File: config.mk
export PLATFORM = sky130hd
export DESIGN_NAME = exec_stage
export DESIGN_NICKNAME = d
export VERILOG_FILES = /design/src/hw/isa_pkg.sv /design/src/hw/exec_stage.sv
export SDC_FILE = /design/constraint.sdc
export NUM_CORES = 1
export LEC_CHECK = 0
export ABC_AREA = 1
export BUFFER_PORTS_ARGS = -buffer_cell sky130_fd_sc_hd__buf_2
export CAP_MARGIN = 40
export CORE_UTILIZATION = 28
export DETAILED_ROUTE_END_ITERATION = 6
export PLACE_DENSITY_LB_ADDON = 0.08
export RECOVER_POWER = 100
export SKIP_LAST_GASP = 1
export SLEW_MARGIN = 30
export SYNTH_ARGS = -nofsm -noshare
export SYNTH_HDL_FRONTEND = slang
export SYNTH_SLANG_ARGS = --single-unit
File: constraint.sdc
create_clock -name clk -period 4.35 [get_ports clk]
set_clock_uncertainty 0.1 [all_clocks]
set_input_delay 0.87 -clock clk [delete_from_list [all_inputs] [get_ports clk]]
set_output_delay 0.87 -clock clk [all_outputs]
set_load 0.01 [all_outputs]
File: src/hw/isa_pkg.sv
package isa_pkg;

    //////////////////////////////
    // Datapath widths
    //////////////////////////////

    // Operand and result width
    localparam int DATA_WIDTH     = 32;
    // Register number width, 32 registers
    localparam int REG_ADDR_WIDTH = 5;

    typedef logic [DATA_WIDTH-1:0]     data_t;
    typedef logic [REG_ADDR_WIDTH-1:0] reg_addr_t;
    typedef logic [2:0]                alu_op_t;

    //////////////////////////////
    // ALU operation codes
    //////////////////////////////

    localparam alu_op_t ALU_ADD = 3'd0;
    localparam alu_op_t ALU_SUB = 3'd1;
    localparam alu_op_t ALU_AND = 3'd2;
    localparam alu_op_t ALU_OR  = 3'd3;
    localparam alu_op_t ALU_XOR = 3'd4;
    // Signed compare, result is 1 or 0
    localparam alu_op_t ALU_SLT = 3'd5;

endpackage

File: src/hw/exec_stage.sv
`timescale 1ns/1ps

module exec_stage #(
    parameter int DATA_WIDTH     = isa_pkg::DATA_WIDTH,
    parameter int REG_ADDR_WIDTH = isa_pkg::REG_ADDR_WIDTH
)(
    input  logic                      clk,
    input  logic                      arst_n,
    // From decode-to-execute register
    input  logic                      ex_valid,
    input  logic [REG_ADDR_WIDTH-1:0] ex_rd,
    input  logic                      ex_wb_reg,
    input  logic                      ex_is_load,
    input  logic                      ex_is_store,
    input  isa_pkg::alu_op_t          ex_alu_op,
    input  logic                      ex_use_imm,
    input  logic [DATA_WIDTH-1:0]     ex_imm,
    input  logic [DATA_WIDTH-1:0]     ex_rs_value,
    input  logic [DATA_WIDTH-1:0]     ex_rt_value,
    // Execute bypass back to decode
    output logic [DATA_WIDTH-1:0]     alu_result,
    output logic                      fwd_wb_reg,
    output logic                      fwd_uses_alu,
    output logic [REG_ADDR_WIDTH-1:0] fwd_rd,
    // Execute-to-memory register
    output logic                      mem_valid,
    output logic [REG_ADDR_WIDTH-1:0] mem_rd,
    output logic                      mem_wb_reg,
    output logic                      mem_is_load,
    output logic                      mem_is_store,
    output logic [DATA_WIDTH-1:0]     mem_alu_result,
    output logic [DATA_WIDTH-1:0]     mem_store_data
);

    import isa_pkg::*;

    data_t op_b;

    //////////////////////////////
    // ALU
    //////////////////////////////

    assign op_b = ex_use_imm ? ex_imm : ex_rt_value;

    always_comb
    begin
        case (ex_alu_op)
            ALU_ADD: alu_result = ex_rs_value + op_b;
            ALU_SUB: alu_result = ex_rs_value - op_b;
            ALU_AND: alu_result = ex_rs_value & op_b;
            ALU_OR:  alu_result = ex_rs_value | op_b;
            ALU_XOR: alu_result = ex_rs_value ^ op_b;
            // Zero-extended compare flag
            ALU_SLT: alu_result = {{(DATA_WIDTH-1){1'b0}},
                                   $signed(ex_rs_value) < $signed(op_b)};
            default: alu_result = '0;
        endcase
    end

    // Load result unknown until memory
    assign fwd_wb_reg   = ex_wb_reg;
    assign fwd_uses_alu = !ex_is_load;
    assign fwd_rd       = ex_rd;

    //////////////////////////////
    // Execute-to-memory register
    //////////////////////////////

    always_ff @(posedge clk or negedge arst_n)
    begin
        if (!arst_n)
        begin
            mem_valid    <= 1'b0;
            mem_wb_reg   <= 1'b0;
            mem_is_load  <= 1'b0;
            mem_is_store <= 1'b0;
        end
        else
        begin
            mem_valid    <= ex_valid;
            mem_wb_reg   <= ex_wb_reg;
            mem_is_load  <= ex_is_load;
            mem_is_store <= ex_is_store;
        end
    end

    // Store data is the forwarded rt
    always_ff @(posedge clk)
    begin
        mem_rd         <= ex_rd;
        mem_alu_result <= alu_result;
        mem_store_data <= ex_rt_value;
    end

endmodule

==> flow_summary.json <==
{
  "clkSinkCount": 73,
  "viasPerCell": 4.52,
  "worstPathRequired_ps": 3380,
  "p_leak_nw": 6.79,
  "num_vias": 10100,
  "fin_crit_ps": 4230,
  "netlist.top_cell.by_area": "nand2_1",
  "ys.flop_type": "dfxtp_1",
  "max_stage_delay_ps": 370,
  "avgSynthCellArea_sq_um": 5.66,
  "grt_overflow": 0,
  "outcome": "complete, no violations",
  "rsz0062_at_grt": "true",
  "areaGrowthSynthToFinish_pct": 42.2,
  "io-pin-count": 223,
  "worst_hold_slack_ps": 215,
  "synth_top_area_share_pct": 20.8,
  "setup_violations": 0,
  "wl_per_cell_microns": 16.2,
  "path_depth": 17,
  "ys_ff_latch": 73,
  "num_rows": 62,
  "cts_tree": "done",
  "start_kind": "input pin",
  "dr.pass1.iters": 5,
  "die_y_microns": 174,
  "die_w_microns": 174,
  "crit_chain": "buf_8 -> clkbuf_16 -> nand2_1 -> o21ai_0 -> buf_4 -> ha_1 -> clkbuf_4 -> nand4_1 -> nand2_1 -> nand2_1 -> nand2_2 -> nand2_1 -> nand2_1 -> nand2_1 -> nand3_1 -> nand3_2 -> buf_2",
  "initial_core_util_pct": 28.7,
  "layout.nets": 2060,
  "hold_violations": 0,
  "die_area_sq_um": 30400,
  "fp.coreArea_sq_um": 29000,
  "synthCells": 1471,
  "n_antenna_cell": 0,
  "drt_iter0_drc": 646,
  "drive_gt1_share_pct": 23.6,
  "cp.buffers_inverters": 5,
  "ant_nets": 0,
  "hp-class": "input pin to async pin",
  "root_buffer": "clkbuf_16",
  "dp_hpwl_mm": 29.4,
  "finalPower_mw": 3.25,
  "fmax_mhz": 236,
  "synthArstFlopShare_pct": 5.48,
  "clk_path_buf_depth": 2,
  "grt_use_total_pct": 23.0,
  "postLayoutCoreUtil_pct": 40.8,
  "synth_area_sq_um": 8330,
  "worstPathArrival_ps": 3260,
  "global_route.usage.met2_pct": 35.2,
  "drc": 0,
  "grt_use_met3_pct": 2.93,
  "antenna_found_initial": 0,
  "synthesis.nets": 1687,
  "h-tree-depth": 3,
  "crit_path_end_kind": "output pin",
  "relSlewSlack_pct": 60.0,
  "seq_area_sq_um": 1480,
  "ys_warn_count": 0,
  "drv_slew": 0,
  "grt_max_degree": 40,
  "synth_area_leaders": "nand2_1, dfxtp_1, ha_1, inv_1, nand3_1",
  "critPathKind": "input pin to output pin",
  "synth_edf_count": 0,
  "grt_pass1_vias": 9314,
  "cp_slowest_cell": "ha_1",
  "critPathMaxFanout": 10,
  "reg_top3": "mem_alu_result: 32 flops, mem_store_data: 32 flops, mem_rd: 5 flops",
  "ir_drop_mv": 0.197,
  "tightest_slew_ps": 600,
  "multi_input_area_sq_um": 5740,
  "path_clk_slew_ps": 60,
  "synth_cell_type_count": 32,
  "place_congestion": 0.922,
  "met1_usage_pct": 33.7,
  "grt.busiest_layer": "met2",
  "wl_mm": 36.2,
  "numCtsBuffers": 9,
  "final.period_utilization_pct": 97.2,
  "filler_cell_count": 3335,
  "power_density_nw_per_um2": 275,
  "max_cap_viol_count": 0,
  "grt_first_pass_wirelength_mm": 53.1,
  "holdBufCountCts": 0,
  "path_delay_family": "simple AND/OR/NAND/NOR gates",
  "ys_seq_area_share_pct": 17.8,
  "cp_common_cell": "nand2_1",
  "portBuffers": 222
}
Yosys cell counts, drive strengths merged (4+ instances only):
| cell type | count |
|---|---|
| xor2 | 4 |
| nand4 | 9 |
| o21bai | 5 |
| nand3 | 112 |
| clkbuf | 11 |
| o221ai | 5 |
| o22ai | 27 |
| inv | 340 |
| nand2 | 463 |
| buf | 36 |
| nor2 | 114 |
| o21ai | 67 |
| dfrtp | 4 |
| dfxtp | 69 |
| ha | 103 |
| a21oi | 79 |
| nor3 | 13 |
power breakdown:
part,internal [mW],switching [mW]
combinational,0.636,0.962
sequential,0.735,0.0143
clock,0.561,0.343
total,1.93,1.32
routing by layer:
metal | routed length (microns) | share of wire, %
met1 | 18600 | 51
met4 | 527 | 1.5
met5 | 0 | 0
met2 | 15300 | 42
met3 | 1760 | 4.9
final timing paths:
| check | end | from |
|---|---|---|
| worst max-delay path | alu_result[29] | ex_use_imm |
| worst min-delay path | mem_wb_reg | arst_n |
| max in group asynchronous | mem_valid | arst_n |
| min in group clk | mem_store_data[31] | ex_rt_value[31] |
through the flow:
stage	setup TNS (ps)	setup slack (ps)	std cells	instance area, sq um
after CTS	-65.3	-39.9	2228	11500
after detailed placement	-1700	-215	2212	11100
after floorplan	0	273	1471	8330
after global placement	-1620	-243	2212	11100
final	0	120	2233	11800
after global routing	-123	-26.8	2233	11800
logic make-up after synthesis:
logic type,synth area share (%)
XOR/XNOR,0.421
flip-flops,17.8
adder cells (fa/ha/maj),16.0
buffers and inverters,18.5
AND/OR/NAND/NOR,35.0
AO/OA/AOI/OAI,12.4
final cells by class:
cell class,instances,area share [%]
Sequential cell,73,12.5
Clock inverter,7,0.994
Multi-Input combinational cell,1011,48.5
Inverter,340,10.8
Timing Repair Buffer,409,21.2
Tap cell,384,4.06
Clock buffer,9,1.90
what timing repair did:
item / in CTS / in global routing
gates resized for setup: 22 / 126
setup endpoints to repair: 20 / 25
pin swaps: 0 / 6
hold endpoints to repair: 0 / 0
gates cloned: 0 / 3
setup buffers: 0 / 2
layout by cell type, fill, tap and decap left out, drive strengths merged:
master	synthesis	final
bufinv	0	3
clkbuf	11	115
o21ai	67	67
nand4	9	9
o22ai	27	27
a21oi	79	79
ha	103	103
a221oi	2	2
fa	2	2
nor2	114	114
nand2	463	463
and3	2	2
o2111ai	1	1
a22oi	1	1
xor2	4	4
o221ai	5	5
nand3	112	112
o21bai	5	5
inv	340	341
a211oi	2	2
buf	36	303
nor3	13	13
dfrtp	4	4
dfxtp	69	69
clkinv	0	3
Power figures use the tool's default switching activity.
