### config.mk
export PLATFORM = sky130hd
export DESIGN_NAME = mem_stage
export DESIGN_NICKNAME = d
export VERILOG_FILES = /design/src/hw/isa_pkg.sv /design/src/hw/pipe_pkg.sv /design/src/hw/mem_stage.sv
export SDC_FILE = /design/constraint.sdc
export NUM_CORES = 2
export LEC_CHECK = 0
export BUFFER_PORTS_ARGS = -buffer_cell sky130_fd_sc_hd__buf_2
export CORE_MARGIN = 8
export CORE_UTILIZATION = 34
export CTS_CLUSTER_DIAMETER = 150
export DETAILED_ROUTE_END_ITERATION = 7
export PLACE_DENSITY = 0.55
export SLEW_MARGIN = 20
export SYNTH_ARGS = -nofsm -noshare
export SYNTH_HDL_FRONTEND = slang
export SYNTH_SLANG_ARGS = --single-unit
### constraint.sdc
create_clock -name clk -period 2 [get_ports clk]
set_clock_uncertainty 0.2 [all_clocks]
set_input_delay 0.1 -clock clk [delete_from_list [all_inputs] [get_ports clk]]
set_output_delay 0.1 -clock clk [all_outputs]
set_load 0.01 [all_outputs]
### src/hw/isa_pkg.sv
package isa_pkg;

    //////////////////////////////
    // Datapath widths
    //////////////////////////////

    // Operand and result width
    localparam int DATA_WIDTH     = 32;
    // Register number width, 32 registers
    localparam int REG_ADDR_WIDTH = 5;

    typedef logic [DATA_WIDTH-1:0]     data_t;
    typedef logic [REG_ADDR_WIDTH-1:0] reg_addr_t;
    typedef logic [2:0]                alu_op_t;

    //////////////////////////////
    // ALU operation codes
    //////////////////////////////

    localparam alu_op_t ALU_ADD = 3'd0;
    localparam alu_op_t ALU_SUB = 3'd1;
    localparam alu_op_t ALU_AND = 3'd2;
    localparam alu_op_t ALU_OR  = 3'd3;
    localparam alu_op_t ALU_XOR = 3'd4;
    // Signed compare, result is 1 or 0
    localparam alu_op_t ALU_SLT = 3'd5;

endpackage

### src/hw/pipe_pkg.sv
package pipe_pkg;

    //////////////////////////////
    // Data memory
    //////////////////////////////

    // Word address width, 64 words
    localparam int DMEM_ADDR_WIDTH = 6;

    typedef logic [DMEM_ADDR_WIDTH-1:0] dmem_addr_t;

    //////////////////////////////
    // Pipeline timing
    //////////////////////////////

    // Edges from issue to retire, issue edge included
    // Decode reg, execute reg, memory reg
    localparam int PIPE_LATENCY = 3;

endpackage

### src/hw/mem_stage.sv
`timescale 1ns/1ps

module mem_stage #(
    parameter int DATA_WIDTH      = isa_pkg::DATA_WIDTH,
    parameter int REG_ADDR_WIDTH  = isa_pkg::REG_ADDR_WIDTH,
    parameter int DMEM_ADDR_WIDTH = pipe_pkg::DMEM_ADDR_WIDTH
)(
    input  logic                      clk,
    input  logic                      arst_n,
    // From execute-to-memory register
    input  logic                      mem_valid,
    input  logic [REG_ADDR_WIDTH-1:0] mem_rd,
    input  logic                      mem_wb_reg,
    input  logic                      mem_is_load,
    input  logic                      mem_is_store,
    input  logic [DATA_WIDTH-1:0]     mem_alu_result,
    input  logic [DATA_WIDTH-1:0]     mem_store_data,
    // Memory bypass
    output logic [DATA_WIDTH-1:0]     mem_result,
    // Memory-to-write-back register
    output logic                      wb_valid,
    output logic [REG_ADDR_WIDTH-1:0] wb_rd,
    output logic                      wb_wb_reg,
    output logic [DATA_WIDTH-1:0]     wb_result
);

    import pipe_pkg::*;

    logic [DATA_WIDTH-1:0] ram [0:(1<<DMEM_ADDR_WIDTH)-1];
    dmem_addr_t            ram_addr;

    //////////////////////////////
    // Data RAM
    //////////////////////////////

    // Word address, upper ALU bits dropped
    assign ram_addr = mem_alu_result[DMEM_ADDR_WIDTH-1:0];

    always_ff @(posedge clk)
    begin
        if (mem_is_store)
            ram[ram_addr] <= mem_store_data;
    end

    // Combinational read for loads
    assign mem_result = mem_is_load ? ram[ram_addr] : mem_alu_result;

    //////////////////////////////
    // Memory-to-write-back register
    //////////////////////////////

    always_ff @(posedge clk or negedge arst_n)
    begin
        if (!arst_n)
        begin
            wb_valid  <= 1'b0;
            wb_wb_reg <= 1'b0;
        end
        else
        begin
            wb_valid  <= mem_valid;
            wb_wb_reg <= mem_wb_reg;
        end
    end

    // A store retires with its data
    always_ff @(posedge clk)
    begin
        wb_rd     <= mem_rd;
        wb_result <= mem_is_store ? mem_store_data : mem_result;
    end

endmodule

==> summary.md <==
| Metric | Value |
|---|---|
| CP dominant cell by count | `buf_6` |
| CP arrival | `3.29 ns` |
| Required @ worst endpoint | `1.70 ns` |
| Final setup margin | `-1.59 ns` |
| Critical path type | `reg -> out` |
| FF+latch count, synth | `2087` |
| CTS Buffer Depth | `3` |
| TritonCTS Buffers | `206` |
| Total routed wirelength | `298000 um` |
| Worst r2r src | `ram[3][23]` |
| Vias/cell | `5.75` |
| Layout cell share with drive strength beyond 1 | `0.361` |
| Syn_nets | `between 4000 and 5000` |
| Leak Pwr | `0.0344 uW` |
| PwrDens | `919 nW/um2` |
| Clock slew at the register clock pins of the worst setup and hold paths | `0.06 ns` |
| Worst path max stage delay | `0.51 ns` |
| Most common cell after layout, fill and taps aside | `edfxtp_1` |
| I/O pins | `~150` |
| Later-pin clock latency in the skew report | `0.89 ns` |
| R2R Setup Slk | `-0.72 ns` |
| Cell Rows | `approximately 180` |
| DRT iter0 DRCs | `6798` |
| Core box area | `237000 um2` |
| Critical Path Sink | `mem_result[23]` |
| HP Class | `in -> reg` |
| CP Capture Type | `output port` |
| CTS H-tree depth | `4` |
| Vias in the first global route | `47822` |
| Area of the multi-input gates | `18800 um2` |
| Seq/Total Area, Yosys | `0.772` |
| Synth unique cells | `between 70 and 80` |
| Die area | `between 200000 and 300000 um2` |
| Biggest register | `ram` |
| Worst-Margin Slew | `1.08 ns` |
| # setup viols final | `64` |
| Max reg flops | `2048` |
| Max-cap violations | `0` |
| Power, Total | `95400 uW` |
| RePlAce Congestion | `0.887` |
| CP max stage cell | `mux4_2` |
| First-pass GRT wire length | `402000 um` |
| Hold Fails Final Rpt | `1` |
| Netlist area before placement | `80700 um2` |
| Clock sinks | `roughly 2100` |
| Total track usage | `0.228` |
| CP delay by family, top | `compound AO/OA/AOI/OAI gates` |
| Max-slew headroom at the worst pin | `0.274` |
| Nets@finish | `5324` |
| Levels on crit path | `8` |
| Mapped Avg Cell Area | `19.2 um2` |
| Async set or reset register ratio after synthesis | `0.000958` |
| Sequential standard cell area | `about 62000 um2` |
| WL/cell | `34.7 um` |
| Gate Count Post-Synth | `4207` |
| Drt drc | `0` |
| GR Layer Usage met2 | `0.365` |
| Post-synth EDFFs | `2048` |
| Final cycle utilization of the critical path | `1.79` |
| Area Overhead vs Synth | `28.7%` |
| Largest net degree at the start of global routing | `66` |
| Worst path cell trace | `mux4_2, a22oi_2, o2111ai_2, buf_6, nor4_4, buf_4, nor2_4, buf_6` |
| Crit path buffers/inverters | `3` |
| Drt pass-1 iters | `5` |
| Port bufs | `roughly 150` |
| Top flop regs | `ram x2048, wb_result x32, wb_rd x5` |
| Critical R2R Capture | `wb_result[23]` |
| CP Launch Type | `flip-flop` |
| Most frequent cells in the layout | `edfxtp_1, buf_4, buf_12` |
| Antenna violations before repair | `19` |
| Post-synth top flop | `edfxtp_1` |
| Tmin final | `~3.6 ns` |
| CP max FO | `2` |
| Unrepaired setup endpoints after global routing | `yes` |
| CTS tree | `done` |
| Via count | `~49000` |
| Post-route insts no fill | `around 8600` |
| Met1 GRT Util | `0.310` |
| Max frequency | `279 MHz` |
| Root Buffer Master | `clkbuf_16` |
| Worst setup path startpoint | `ram[3][23]` |
| Total gr overflow | `0` |
| Dpl hpwl | `195000 um` |
| Syn. warnings | `0` |
| Hold Slack | `-0.0480 ns` |
| Post-route ant nets | `0` |
| Placed insts | `8096` |
| Failing checks | `negative hold slack, negative setup slack` |
| Post-CTS Hold Buffers | `112` |
| Maximum vdd drop | `0.000774 V` |
| Die height | `503 um` |
| R2r worst-path depth | `8` |
| Busiest grt layer | `met2` |
| Fillcell total | `20625` |
| Status | `finished, violations left` |
| M3 GR Usage | `0.0520` |
| Starting density of the core | `0.340` |
| Slew Limit Fails | `0` |
| Die X-Extent | `503 um` |
==> metrics by stage <==
stage	hold slack (ns)	cell area [um2]	TNS, ns	setup WS, ns	util
2_1_floorplan	-0.396	81400	-534.38	-0.265	-
4_1_cts	-0.114	103000	-53.13	-1.71	0.436
3_5_place_dp	-0.313	94400	-1100.52	-1.90	0.398
3_3_place_gp	-0.317	94400	-1085.36	-1.93	0.398
6_report	-0.0480	104000	-51.98	-1.59	0.438
5_1_grt	-0.0852	104000	-56.27	-1.65	0.438
==> cell families after synthesis <==
kind of cell / synth area share
buf+inv: 0.0207
compound gates: 0.0815
mux: 0.100
simple gates: 0.0251
flops: 0.772
==> routing by layer <==
layer / part of all wire / vias up / routed length [um]
li1: - / 19787 / -
met1: 0.40 / 26136 / 118000
met2: 0.47 / 2997 / 139000
met3: 0.10 / 495 / 30500
met4: 0.036 / 4 / 10700
met5: 0.000087 / - / 26
==> worst min-delay path, cell delays in order <==
cell	delay, ns
buf_2	0.09
buf_4	0.15
buf_12	0.18
nor4b_1	0.09
buf_4	0.17
nor2_4	0.11
a2bb2oi_4	0.07
==> final cells by class <==
| class | count | area share |
|---|---|---|
| multi-input cells | 1816 | 0.181 |
| flip-flops and latches | 2087 | 0.600 |
| diodes | 10 | 0.000241 |
| well taps | 3167 | 0.0382 |
| clock inverters | 134 | 0.0137 |
| inverters | 6 | 0.000338 |
| clock buffers | 243 | 0.0510 |
| repair buffers | 1132 | 0.115 |
==> how the worst min path moves through the flow <==
stage | start | endpoint | slack [ns] | cells past startpoint
final | mem_alu_result[5] | wb_result[3] | -0.05 | 7
after global routing | mem_alu_result[5] | wb_result[3] | -0.09 | 7
after CTS | mem_alu_result[5] | wb_result[3] | -0.11 | 7
after detailed placement | arst_n | wb_wb_reg | -0.31 | 1
after global placement | arst_n | wb_wb_reg | -0.32 | 1
after floorplan | arst_n | wb_valid | -0.40 | 0
==> synth_stat cells (25+ instances only) <==
master,count,area share
o21ai_0,50,0.0031
a21oi_1,71,0.0044
a221o_1,75,0.0093
nand2_1,115,0.0054
o22a_1,25,0.0027
a221oi_1,174,0.019
mux2_2,163,0.023
buf_2,127,0.0079
o221ai_1,36,0.0039
buf_4,50,0.0047
a22oi_1,135,0.013
a22o_1,38,0.0041
o22ai_1,90,0.0070
nor2_1,142,0.0066
dfxtp_1,37,0.0092
edfxtp_1,2048,0.76
nand3_1,29,0.0018
mux2i_1,224,0.028
mux4_2,177,0.049
clkbuf_1,79,0.0037
==> report_power, final <==
part	switching, uW	internal (uW)
clock	17300	21600
sequential	113	48400
combinational	4780	3240
==> what timing repair did <==
item	4_1_cts	5_1_grt
endpoints found under the setup margin	66	72
setup buffers	4	9
cloned	0	0
endpoints found under the hold margin	2826	1
pin swaps	83	32
resized for setup	220	62
Note: power is estimated with default switching activity, not from simulation.
