$ cat config.mk
export PLATFORM = sky130hd
export DESIGN_NAME = decode_stage
export DESIGN_NICKNAME = d
export VERILOG_FILES = /design/src/hw/isa_pkg.sv /design/src/hw/reg_file.sv /design/src/hw/forwarding_unit.sv /design/src/hw/decode_stage.sv
export SDC_FILE = /design/constraint.sdc
export NUM_CORES = 1
export LEC_CHECK = 0
export BUFFER_PORTS_ARGS = -buffer_cell sky130_fd_sc_hd__buf_2
export CAP_MARGIN = 15
export CORE_ASPECT_RATIO = 0.75
export CORE_MARGIN = 5
export CORE_UTILIZATION = 50
export CTS_CLUSTER_DIAMETER = 120
export CTS_CLUSTER_SIZE = 12
export DETAILED_ROUTE_END_ITERATION = 10
export PLACE_DENSITY_LB_ADDON = 0.08
export SYNTH_ARGS = -nofsm -noshare
export SYNTH_HDL_FRONTEND = slang
export SYNTH_HIERARCHICAL = 1
export SYNTH_SLANG_ARGS = --single-unit
$ cat constraint.sdc
create_clock -name clk -period 4.1 [get_ports clk]
set_input_delay 0.41 -clock clk [delete_from_list [all_inputs] [get_ports clk]]
set_output_delay 0.41 -clock clk [all_outputs]
set_load 0.02 [all_outputs]
$ cat src/hw/isa_pkg.sv
package isa_pkg;

    //////////////////////////////
    // Datapath widths
    //////////////////////////////

    // Operand and result width
    localparam int DATA_WIDTH     = 32;
    // Register number width, 32 registers
    localparam int REG_ADDR_WIDTH = 5;

    typedef logic [DATA_WIDTH-1:0]     data_t;
    typedef logic [REG_ADDR_WIDTH-1:0] reg_addr_t;
    typedef logic [2:0]                alu_op_t;

    //////////////////////////////
    // ALU operation codes
    //////////////////////////////

    localparam alu_op_t ALU_ADD = 3'd0;
    localparam alu_op_t ALU_SUB = 3'd1;
    localparam alu_op_t ALU_AND = 3'd2;
    localparam alu_op_t ALU_OR  = 3'd3;
    localparam alu_op_t ALU_XOR = 3'd4;
    // Signed compare, result is 1 or 0
    localparam alu_op_t ALU_SLT = 3'd5;

endpackage

$ cat src/hw/reg_file.sv
`timescale 1ns/1ps

module reg_file #(
    parameter int DATA_WIDTH     = isa_pkg::DATA_WIDTH,
    parameter int REG_ADDR_WIDTH = isa_pkg::REG_ADDR_WIDTH
)(
    input  logic                      clk,
    // Read ports
    input  logic [REG_ADDR_WIDTH-1:0] rs_addr,
    input  logic [REG_ADDR_WIDTH-1:0] rt_addr,
    output logic [DATA_WIDTH-1:0]     rs_data,
    output logic [DATA_WIDTH-1:0]     rt_data,
    // Write port, from write-back
    input  logic                      we,
    input  logic [REG_ADDR_WIDTH-1:0] waddr,
    input  logic [DATA_WIDTH-1:0]     wdata
);

    // Register 0 is an ordinary register
    logic [DATA_WIDTH-1:0] regs [0:(1<<REG_ADDR_WIDTH)-1];

    //////////////////////////////
    // Write on rising edge
    //////////////////////////////

    always_ff @(posedge clk)
    begin
        if (we)
            regs[waddr] <= wdata;
    end

    //////////////////////////////
    // Combinational reads
    //////////////////////////////

    // Old value on a same-cycle write
    // Write-back bypass covers that case
    assign rs_data = regs[rs_addr];
    assign rt_data = regs[rt_addr];

endmodule

$ cat src/hw/forwarding_unit.sv
`timescale 1ns/1ps

module forwarding_unit #(
    parameter int DATA_WIDTH     = isa_pkg::DATA_WIDTH,
    parameter int REG_ADDR_WIDTH = isa_pkg::REG_ADDR_WIDTH
)(
    // Operands from the register file
    input  logic                      rs_en,
    input  logic [REG_ADDR_WIDTH-1:0] rs_addr,
    input  logic [DATA_WIDTH-1:0]     rs_data,
    input  logic                      rt_en,
    input  logic [REG_ADDR_WIDTH-1:0] rt_addr,
    input  logic [DATA_WIDTH-1:0]     rt_data,
    // Execute stage, combinational ALU result
    input  logic                      exec_wb_reg,
    input  logic                      exec_uses_alu,
    input  logic [REG_ADDR_WIDTH-1:0] exec_write_addr,
    input  logic [DATA_WIDTH-1:0]     exec_write,
    // Memory stage, ALU result or RAM data
    input  logic                      mem_wb_reg,
    input  logic [REG_ADDR_WIDTH-1:0] mem_write_addr,
    input  logic [DATA_WIDTH-1:0]     mem_write,
    // Write-back stage, same cycle as the RF write
    input  logic                      wb_wb_reg,
    input  logic [REG_ADDR_WIDTH-1:0] wb_write_addr,
    input  logic [DATA_WIDTH-1:0]     wb_write,
    // Corrected operands
    output logic [DATA_WIDTH-1:0]     rs_value,
    output logic [DATA_WIDTH-1:0]     rt_value
);

    import isa_pkg::*;

    // Youngest matching producer wins
    // Load data not known yet in execute
    function automatic data_t bypass(
        input logic      en,
        input reg_addr_t addr,
        input data_t     rf_value
    );
        data_t value;
        value = rf_value;
        if (en)
        begin
            if (exec_wb_reg && exec_uses_alu && (addr == exec_write_addr))
                value = exec_write;
            else if (mem_wb_reg && (addr == mem_write_addr))
                value = mem_write;
            else if (wb_wb_reg && (addr == wb_write_addr))
                value = wb_write;
        end
        return value;
    endfunction

    // Same rule for both operands
    always_comb
    begin
        rs_value = bypass(rs_en, rs_addr, rs_data);
        rt_value = bypass(rt_en, rt_addr, rt_data);
    end

endmodule

$ cat src/hw/decode_stage.sv
`timescale 1ns/1ps

module decode_stage #(
    parameter int DATA_WIDTH     = isa_pkg::DATA_WIDTH,
    parameter int REG_ADDR_WIDTH = isa_pkg::REG_ADDR_WIDTH
)(
    input  logic                      clk,
    input  logic                      arst_n,
    // Decoded instruction from the issuer
    input  logic                      issue,
    input  logic                      rs_en,
    input  logic [REG_ADDR_WIDTH-1:0] rs_addr,
    input  logic                      rt_en,
    input  logic [REG_ADDR_WIDTH-1:0] rt_addr,
    input  logic [REG_ADDR_WIDTH-1:0] rd_addr,
    input  isa_pkg::alu_op_t          alu_op,
    input  logic [DATA_WIDTH-1:0]     imm,
    input  logic                      use_imm,
    input  logic                      is_load,
    input  logic                      is_store,
    // Execute bypass
    input  logic                      exec_wb_reg,
    input  logic                      exec_uses_alu,
    input  logic [REG_ADDR_WIDTH-1:0] exec_write_addr,
    input  logic [DATA_WIDTH-1:0]     exec_write,
    // Memory bypass
    input  logic                      mem_wb_reg,
    input  logic [REG_ADDR_WIDTH-1:0] mem_write_addr,
    input  logic [DATA_WIDTH-1:0]     mem_write,
    // RF write, doubles as write-back bypass
    input  logic                      rf_we,
    input  logic [REG_ADDR_WIDTH-1:0] rf_waddr,
    input  logic [DATA_WIDTH-1:0]     rf_wdata,
    // Decode-to-execute register
    output logic                      ex_valid,
    output logic [REG_ADDR_WIDTH-1:0] ex_rd,
    output logic                      ex_wb_reg,
    output logic                      ex_is_load,
    output logic                      ex_is_store,
    output isa_pkg::alu_op_t          ex_alu_op,
    output logic                      ex_use_imm,
    output logic [DATA_WIDTH-1:0]     ex_imm,
    output logic [DATA_WIDTH-1:0]     ex_rs_value,
    output logic [DATA_WIDTH-1:0]     ex_rt_value
);

    logic [DATA_WIDTH-1:0] rs_data;
    logic [DATA_WIDTH-1:0] rt_data;
    logic [DATA_WIDTH-1:0] rs_value;
    logic [DATA_WIDTH-1:0] rt_value;

    //////////////////////////////
    // Operand fetch
    //////////////////////////////

    reg_file #(
        .DATA_WIDTH     (DATA_WIDTH),
        .REG_ADDR_WIDTH (REG_ADDR_WIDTH)
    ) i_reg_file (
        .clk     (clk),
        .rs_addr (rs_addr),
        .rt_addr (rt_addr),
        .rs_data (rs_data),
        .rt_data (rt_data),
        .we      (rf_we),
        .waddr   (rf_waddr),
        .wdata   (rf_wdata)
    );

    forwarding_unit #(
        .DATA_WIDTH     (DATA_WIDTH),
        .REG_ADDR_WIDTH (REG_ADDR_WIDTH)
    ) i_forwarding_unit (
        .rs_en           (rs_en),
        .rs_addr         (rs_addr),
        .rs_data         (rs_data),
        .rt_en           (rt_en),
        .rt_addr         (rt_addr),
        .rt_data         (rt_data),
        .exec_wb_reg     (exec_wb_reg),
        .exec_uses_alu   (exec_uses_alu),
        .exec_write_addr (exec_write_addr),
        .exec_write      (exec_write),
        .mem_wb_reg      (mem_wb_reg),
        .mem_write_addr  (mem_write_addr),
        .mem_write       (mem_write),
        .wb_wb_reg       (rf_we),
        .wb_write_addr   (rf_waddr),
        .wb_write        (rf_wdata),
        .rs_value        (rs_value),
        .rt_value        (rt_value)
    );

    //////////////////////////////
    // Decode-to-execute register
    //////////////////////////////

    // Control flags, cleared on reset
    always_ff @(posedge clk or negedge arst_n)
    begin
        if (!arst_n)
        begin
            ex_valid    <= 1'b0;
            ex_wb_reg   <= 1'b0;
            ex_is_load  <= 1'b0;
            ex_is_store <= 1'b0;
        end
        else
        begin
            ex_valid    <= issue;
            // Stores never write a register
            ex_wb_reg   <= issue && !is_store;
            ex_is_load  <= issue && is_load;
            ex_is_store <= issue && is_store;
        end
    end

    // Payload
    always_ff @(posedge clk)
    begin
        ex_rd       <= rd_addr;
        ex_alu_op   <= alu_op;
        ex_use_imm  <= use_imm;
        ex_imm      <= imm;
        ex_rs_value <= rs_value;
        ex_rt_value <= rt_value;
    end

endmodule

==> results.md, run 1 <==
* Final Max Tran Viols at 0
* Remaining antenna violation count at 0
* Final setup viols at 0
* GPL Wtd Cong at 0.854
* Synth Net Count at 4133
* Largest net degree at the start of global routing at 77
* Setup TNS at 0 ps
* First-pass GRT wire length at 272 mm
* DIE WIDTH at 390 um
* Slew headroom at 23.1%
* Crit start category: input port
* Post-Syn Instances at 3960
* Area grow syn2layout at 14.4%
* Post-route DRC violation count at 0
* RSZ-0062 raised after global routing: false
* GRT Util Overall at 32.9%
* Setup WS pre-CTS at 890 ps
* Post-DP HPWL at 115 mm
* Worst-path clk slew at 60 ps
* Crit end category: register
* R2r setup slk at 1390 ps
* CTS root buf: clkbuf_16
* Clk_lat worst skew at 720 ps
* Starting Density at 50.4%
* Row count at 104
* Maxcap violations at 0
* Worst r2r src: i_reg_file/regs[6][13]$_DFFE_PP_
* Crit share post-route at 74.1%
* Max Buffers Root-to-Sink at 3
* Leak Pwr at 23.3 nW
* DIE AREA at 0.115 mm^2
* Pwr Density at 405 mW/mm^2
* Hold depth at 3
* Max Freq at 0.329 GHz
* Top_reg_cell synth: edfxtp_1
* Syn_area_per_cell at 13.7 um^2
* Max reg flops at 1024
* Vias in the first global route at 37290
* Post-CTS Setup Inserts at 0
* Critical path class: input port to register
* # H-tree levels at 3
* Avg Vias per Cell at 6.59
* CP Data Required Time at 4700 ps
* Top-Level Pins at 282
* Via count at 38471
* Reg-to-Reg End: ex_rt_value[13]$_DFF_P_
* Worst r2r path cells at 9
* Cell Area, Synth at 0.0542 mm^2
* Nets at 4501
* CTS tree: built
* Grt ovf at 0
* Cts hold-fix bufs at 114
* Data arrival, critical path at 3630 ps
* Synth cell types at 40
* Most frequent cells in the layout: mux2i_1, edfxtp_1, buf_2
* Largest fanout on the critical path at 44
* IO Port Bufs at 281
* Layout cell share with drive strength beyond 1 at 15.1%
* Seq/Total Area, Yosys at 60.8%
* Wire per inst at 33.3 um
* Min Tclk post-route at 3040 ps
* Initial DRC count at 4935
* Worst hold endpoint: ex_rt_value[1]$_DFF_P_
* Cts bufs inserted at 104
* Synth async-reset ratio at 0.353%
* Hold path start: mem_write[1]
* Final hold vios at 0
* Final Worst Setup Slack at 1060 ps
* Initial antenna violation count at 6
* Initial DRT Pass Iterations at 7
* Syn. warnings at 6
* Status: complete, no violations
* Flops & latches, synth at 1133
* Worst slew pin tran at 1150 ps
* Chip height at 295 um
* Hold crit path type: input port to register
* Cts repair resizes at 0
* Routed WL at 194 mm
* Area of the core at 0.107 mm^2
* EDFF count, synth at 1024
* Worst-case clock skew at 25.7 ps
* Clock sinks at 1133
* Maximum vdd drop at 0.000342 V
* Layout fillers at 8666
* Most flops, register: i_reg_file/regs
==> routing by layer <==
layer / global-route usage, % / vias to the layer above / part of all wire [%]
li1: - / 16274 / -
met1: 48.1 / 19576 / 43
met2: 48.3 / 2250 / 43
met3: 7.82 / 369 / 11
met4: 11.6 / 2 / 4.0
met5: 0 / - / 0.0093
==> critical path, cell delays in order <==
cell and delay [ps]:
buf_8 400, xor2_1 220, or4_2 1180, buf_4 400
a221oi_2 230, o31ai_1 110, dlygate4sd3_1 580
==> power breakdown <==
group / leakage (nW) / internal [W] / switching [W]
Sequential: 10.2 / 0.0128 / 0.000140
Clock: 1.42 / 0.00475 / 0.00434
Combinational: 11.7 / 0.00111 / 0.00193
Total: 23.3 / 0.0187 / 0.00641
==> per-stage QoR <==
stage | cells | hold slack, ps | power (W) | util (%) | area, um^2
floorplan | 3960 | 114 | 0.0149 | - | 54200
global placement | 5539 | 216 | 0.0161 | 53.8 | 57800
detailed placement | 5539 | 220 | 0.0161 | 53.8 | 57800
CTS | 5831 | 1.80 | 0.0252 | 57.6 | 62000
global route | 5832 | 8.92 | 0.0258 | 57.6 | 62000
finish | 5834 | 35.8 | 0.0251 | 57.6 | 62000
==> worst max-delay path by stage <==
stage	from	end	slack (ps)	depth (start not counted)
finish	rt_addr[1]	ex_rt_value[25]$_DFF_P_	1060	7
detailed placement	rt_addr[1]	ex_rt_value[15]$_DFF_P_	890	11
global placement	rt_addr[1]	ex_rt_value[31]$_DFF_P_	890	11
CTS	rt_addr[1]	ex_rt_value[0]$_DFF_P_	1160	12
floorplan	rf_waddr[1]	i_reg_file/regs[12][0]$_DFFE_PP_	1260	3
global route	rt_addr[1]	ex_rt_value[29]$_DFF_P_	1060	11
==> layout make-up <==
class | count | area [um^2] | share of cell area (%)
Multi-Input combinational cell | 2516 | 19700 | 31.8
Sequential cell | 1133 | 33000 | 53.2
Timing Repair Buffer | 572 | 4510 | 7.28
Antenna cell | 3 | 7.51 | 0.0121
Inverter | 1 | 3.75 | 0.00606
Clock buffer | 170 | 2850 | 4.60
Clock inverter | 8 | 140 | 0.226
Tap cell | 1431 | 1790 | 2.89
==> cells in the mapped netlist, types with 66 or more instances <==
library cell | count | share of area, %
a21oi_1 | 192 | 1.8
a22o_1 | 128 | 2.1
a22oi_1 | 192 | 2.7
a31oi_1 | 128 | 1.5
buf_2 | 83 | 0.77
clkbuf_1 | 116 | 0.80
dfxtp_1 | 105 | 3.9
edfxtp_1 | 1024 | 57
mux2i_1 | 1024 | 19
nand2_1 | 199 | 1.4
nand3_1 | 196 | 1.8
nor2_1 | 102 | 0.71
nor2b_1 | 68 | 0.79
nor3_1 | 66 | 0.61
==> logic make-up after synthesis <==
logic type,Yosys count,share of synthesized area (%)
flops,1133,60.8
buf+inv,311,3.46
xor+xnor,30,0.485
mux,1024,18.9
compound gates,768,10.2
simple gates,694,6.06
No activity file was read; power rests on OpenSTA's default activity.
==> run 2, diff against run 1 <==
==> constraint.sdc (replaced) <==
create_clock -name clk -period 2.6 [get_ports clk]
set_input_delay 0.26 -clock clk [delete_from_list [all_inputs] [get_ports clk]]
set_output_delay 0.26 -clock clk [all_outputs]
set_load 0.02 [all_outputs]
==> results.md, run 2 (synthesis results as in run 1) <==
* RSZ-0062 raised after global routing: false
* Largest fanout on the critical path at 2
* Final Max Tran Viols at 0
* Met3 usage at 7.08%
* Row count at 104
* Final Worst Setup Slack at 53.0 ps
* Max reg flops at 1024
* Vias in the first global route at 38400
* Multi-input gate area at 0.0197 mm^2
* CP Data Required Time at 3220 ps
* Crit end category: register
* CTS root buf: clkbuf_16
* Final setup viols at 0
* Min Tclk post-route at 2550 ps
* Clock power frac at 35.7%
* Post-DP HPWL at 122 mm
* Area grow syn2layout at 19.3%
* Most frequent cells in the layout: edfxtp_1, mux2i_1, buf_2
* Worst slew pin tran at 892 ps
* Grt ovf at 0
* GRT met1 Usage at 48.1%
* Initial DRT Pass Iterations at 6
* Top-Level Pins at 282
* Largest net degree at the start of global routing at 65
* CTS tree: built
* Busiest grt layer: met2
* Comb power frac at 13.2%
* Maxcap violations at 0
* # H-tree levels at 3
* Maximum vdd drop at 0.000574 V
* Hold WS at 39.2 ps
* P_sw at 0.0102 W
* Clk_lat worst skew at 730 ps
* GPL Wtd Cong at 0.878
* GRT Util Overall at 33.2%
* Cell Int Power at 0.0298 W
* Worst-case clock skew at 30.7 ps
* Wire per inst at 32.4 um
* Total power at 0.0399 W
* Starting Density at 50.4%
* Dpl cell area at 0.0602 mm^2
* First-pass GRT wire length at 278 mm
* Design area at 0.0646 mm^2
* Slew headroom at 40.6%
* Most flops, register: i_reg_file/regs
* Clock sinks at 1133
* Cts bufs inserted at 104
* Chip height at 295 um
* Pwr Density at 618 mW/mm^2
* Commonest non-fill, non-tap cell in the layout: edfxtp_1
* Nets at 4727
* Flip-flop and latch area at 0.0330 mm^2
* IO Port Bufs at 281
* Status: complete, no violations
* Crit start category: register
* Max Freq at 0.393 GHz
* Layout cell share with drive strength beyond 1 at 18.8%
* DIE AREA at 0.115 mm^2
* Hold crit path type: input port to register
* Sw frac at 25.5%
* Setup WS pre-CTS at -335 ps
* Critical path class: register to register
* Post-route DRC violation count at 0
* Routed WL at 196 mm
* Layout fillers at 8428
* Remaining antenna violation count at 0
* DIE WIDTH at 390 um
* Crit share post-route at 98.0%
* Area of the core at 0.107 mm^2
* GR Layer Usage met2 at 50.7%
* Flop pwr share at 51.1%
* Initial antenna violation count at 7
* Via count at 39609
* Leak Pwr at 24.6 nW
* Final hold vios at 0
* Initial DRC count at 5183
* Worst-path clk slew at 70 ps
* Max Buffers Root-to-Sink at 3
* Avg Vias per Cell at 6.55
* Data arrival, critical path at 3170 ps
## run 2: area by class of cell
cell class                      count  share of cell area, %
Clock inverter                      8                  0.227
Tap cell                         1431                   2.77
Clock buffer                      160                   4.35
Multi-Input combinational cell   2516                   30.5
Inverter                            1                0.00581
Sequential cell                  1133                   51.0
Antenna cell                        3                 0.0116
Timing Repair Buffer              798                   11.1
## run 2: worst paths after layout
check	start	to	slack (ps)	depth (start not counted)
max in group asynchronous	arst_n	ex_wb_reg$_DFF_PN0_	1970	3
max	i_reg_file/regs[6][22]$_DFFE_PP_	ex_rt_value[22]$_DFF_P_	50	9
min	mem_write[15]	ex_rt_value[15]$_DFF_P_	40	4
min reg2reg	i_reg_file/regs[25][29]$_DFFE_PP_	ex_rs_value[29]$_DFF_P_	940	7
min in group asynchronous	arst_n	ex_is_store$_DFF_PN0_	460	3
max reg2reg	i_reg_file/regs[6][22]$_DFFE_PP_	ex_rt_value[22]$_DFF_P_	50	9
## run 2: metrics by stage
stage,std cells,util [%],TNS [ps]
detailed placement,5734,56.0,-901
global placement,5734,56.0,-757
CTS,6048,60.1,0
global route,6047,60.1,0
finish,6050,60.1,0
floorplan,3960,-,-23150
## run 2: power groups by stage
stage	Clock (W)	Combinational (W)	Sequential, W
after floorplan	0	0.00245	0.0210
after global placement	0	0.00491	0.0208
after detailed placement	0	0.00492	0.0208
after CTS	0.0144	0.00516	0.0204
after global routing	0.0152	0.00548	0.0204
final	0.0143	0.00526	0.0204
## run 2: per-layer routing
layer | up-vias | routed length, um
met2 | 2478 | 86500
met5 | - | 13
met4 | 2 | 7200
li1 | 16697 | -
met1 | 20059 | 81900
met3 | 373 | 20400
## run 2: repair_timing
item,CTS,global route
setup buffers,0,0
resized for setup,0,9
endpoints found under the setup margin,0,6
hold endpoints to repair,148,0
hold buffers,146,0
## run 2: worst max-delay path: stages, from the launching register on
cell and delay, ps:
edfxtp_1 390, mux2i_1 220, a22o_1 170, nor3_1 50
a31oi_1 310, nand3_1 260, nor2b_1 210, a31oi_1 180
o31ai_1 90, dlygate4sd3_1 550
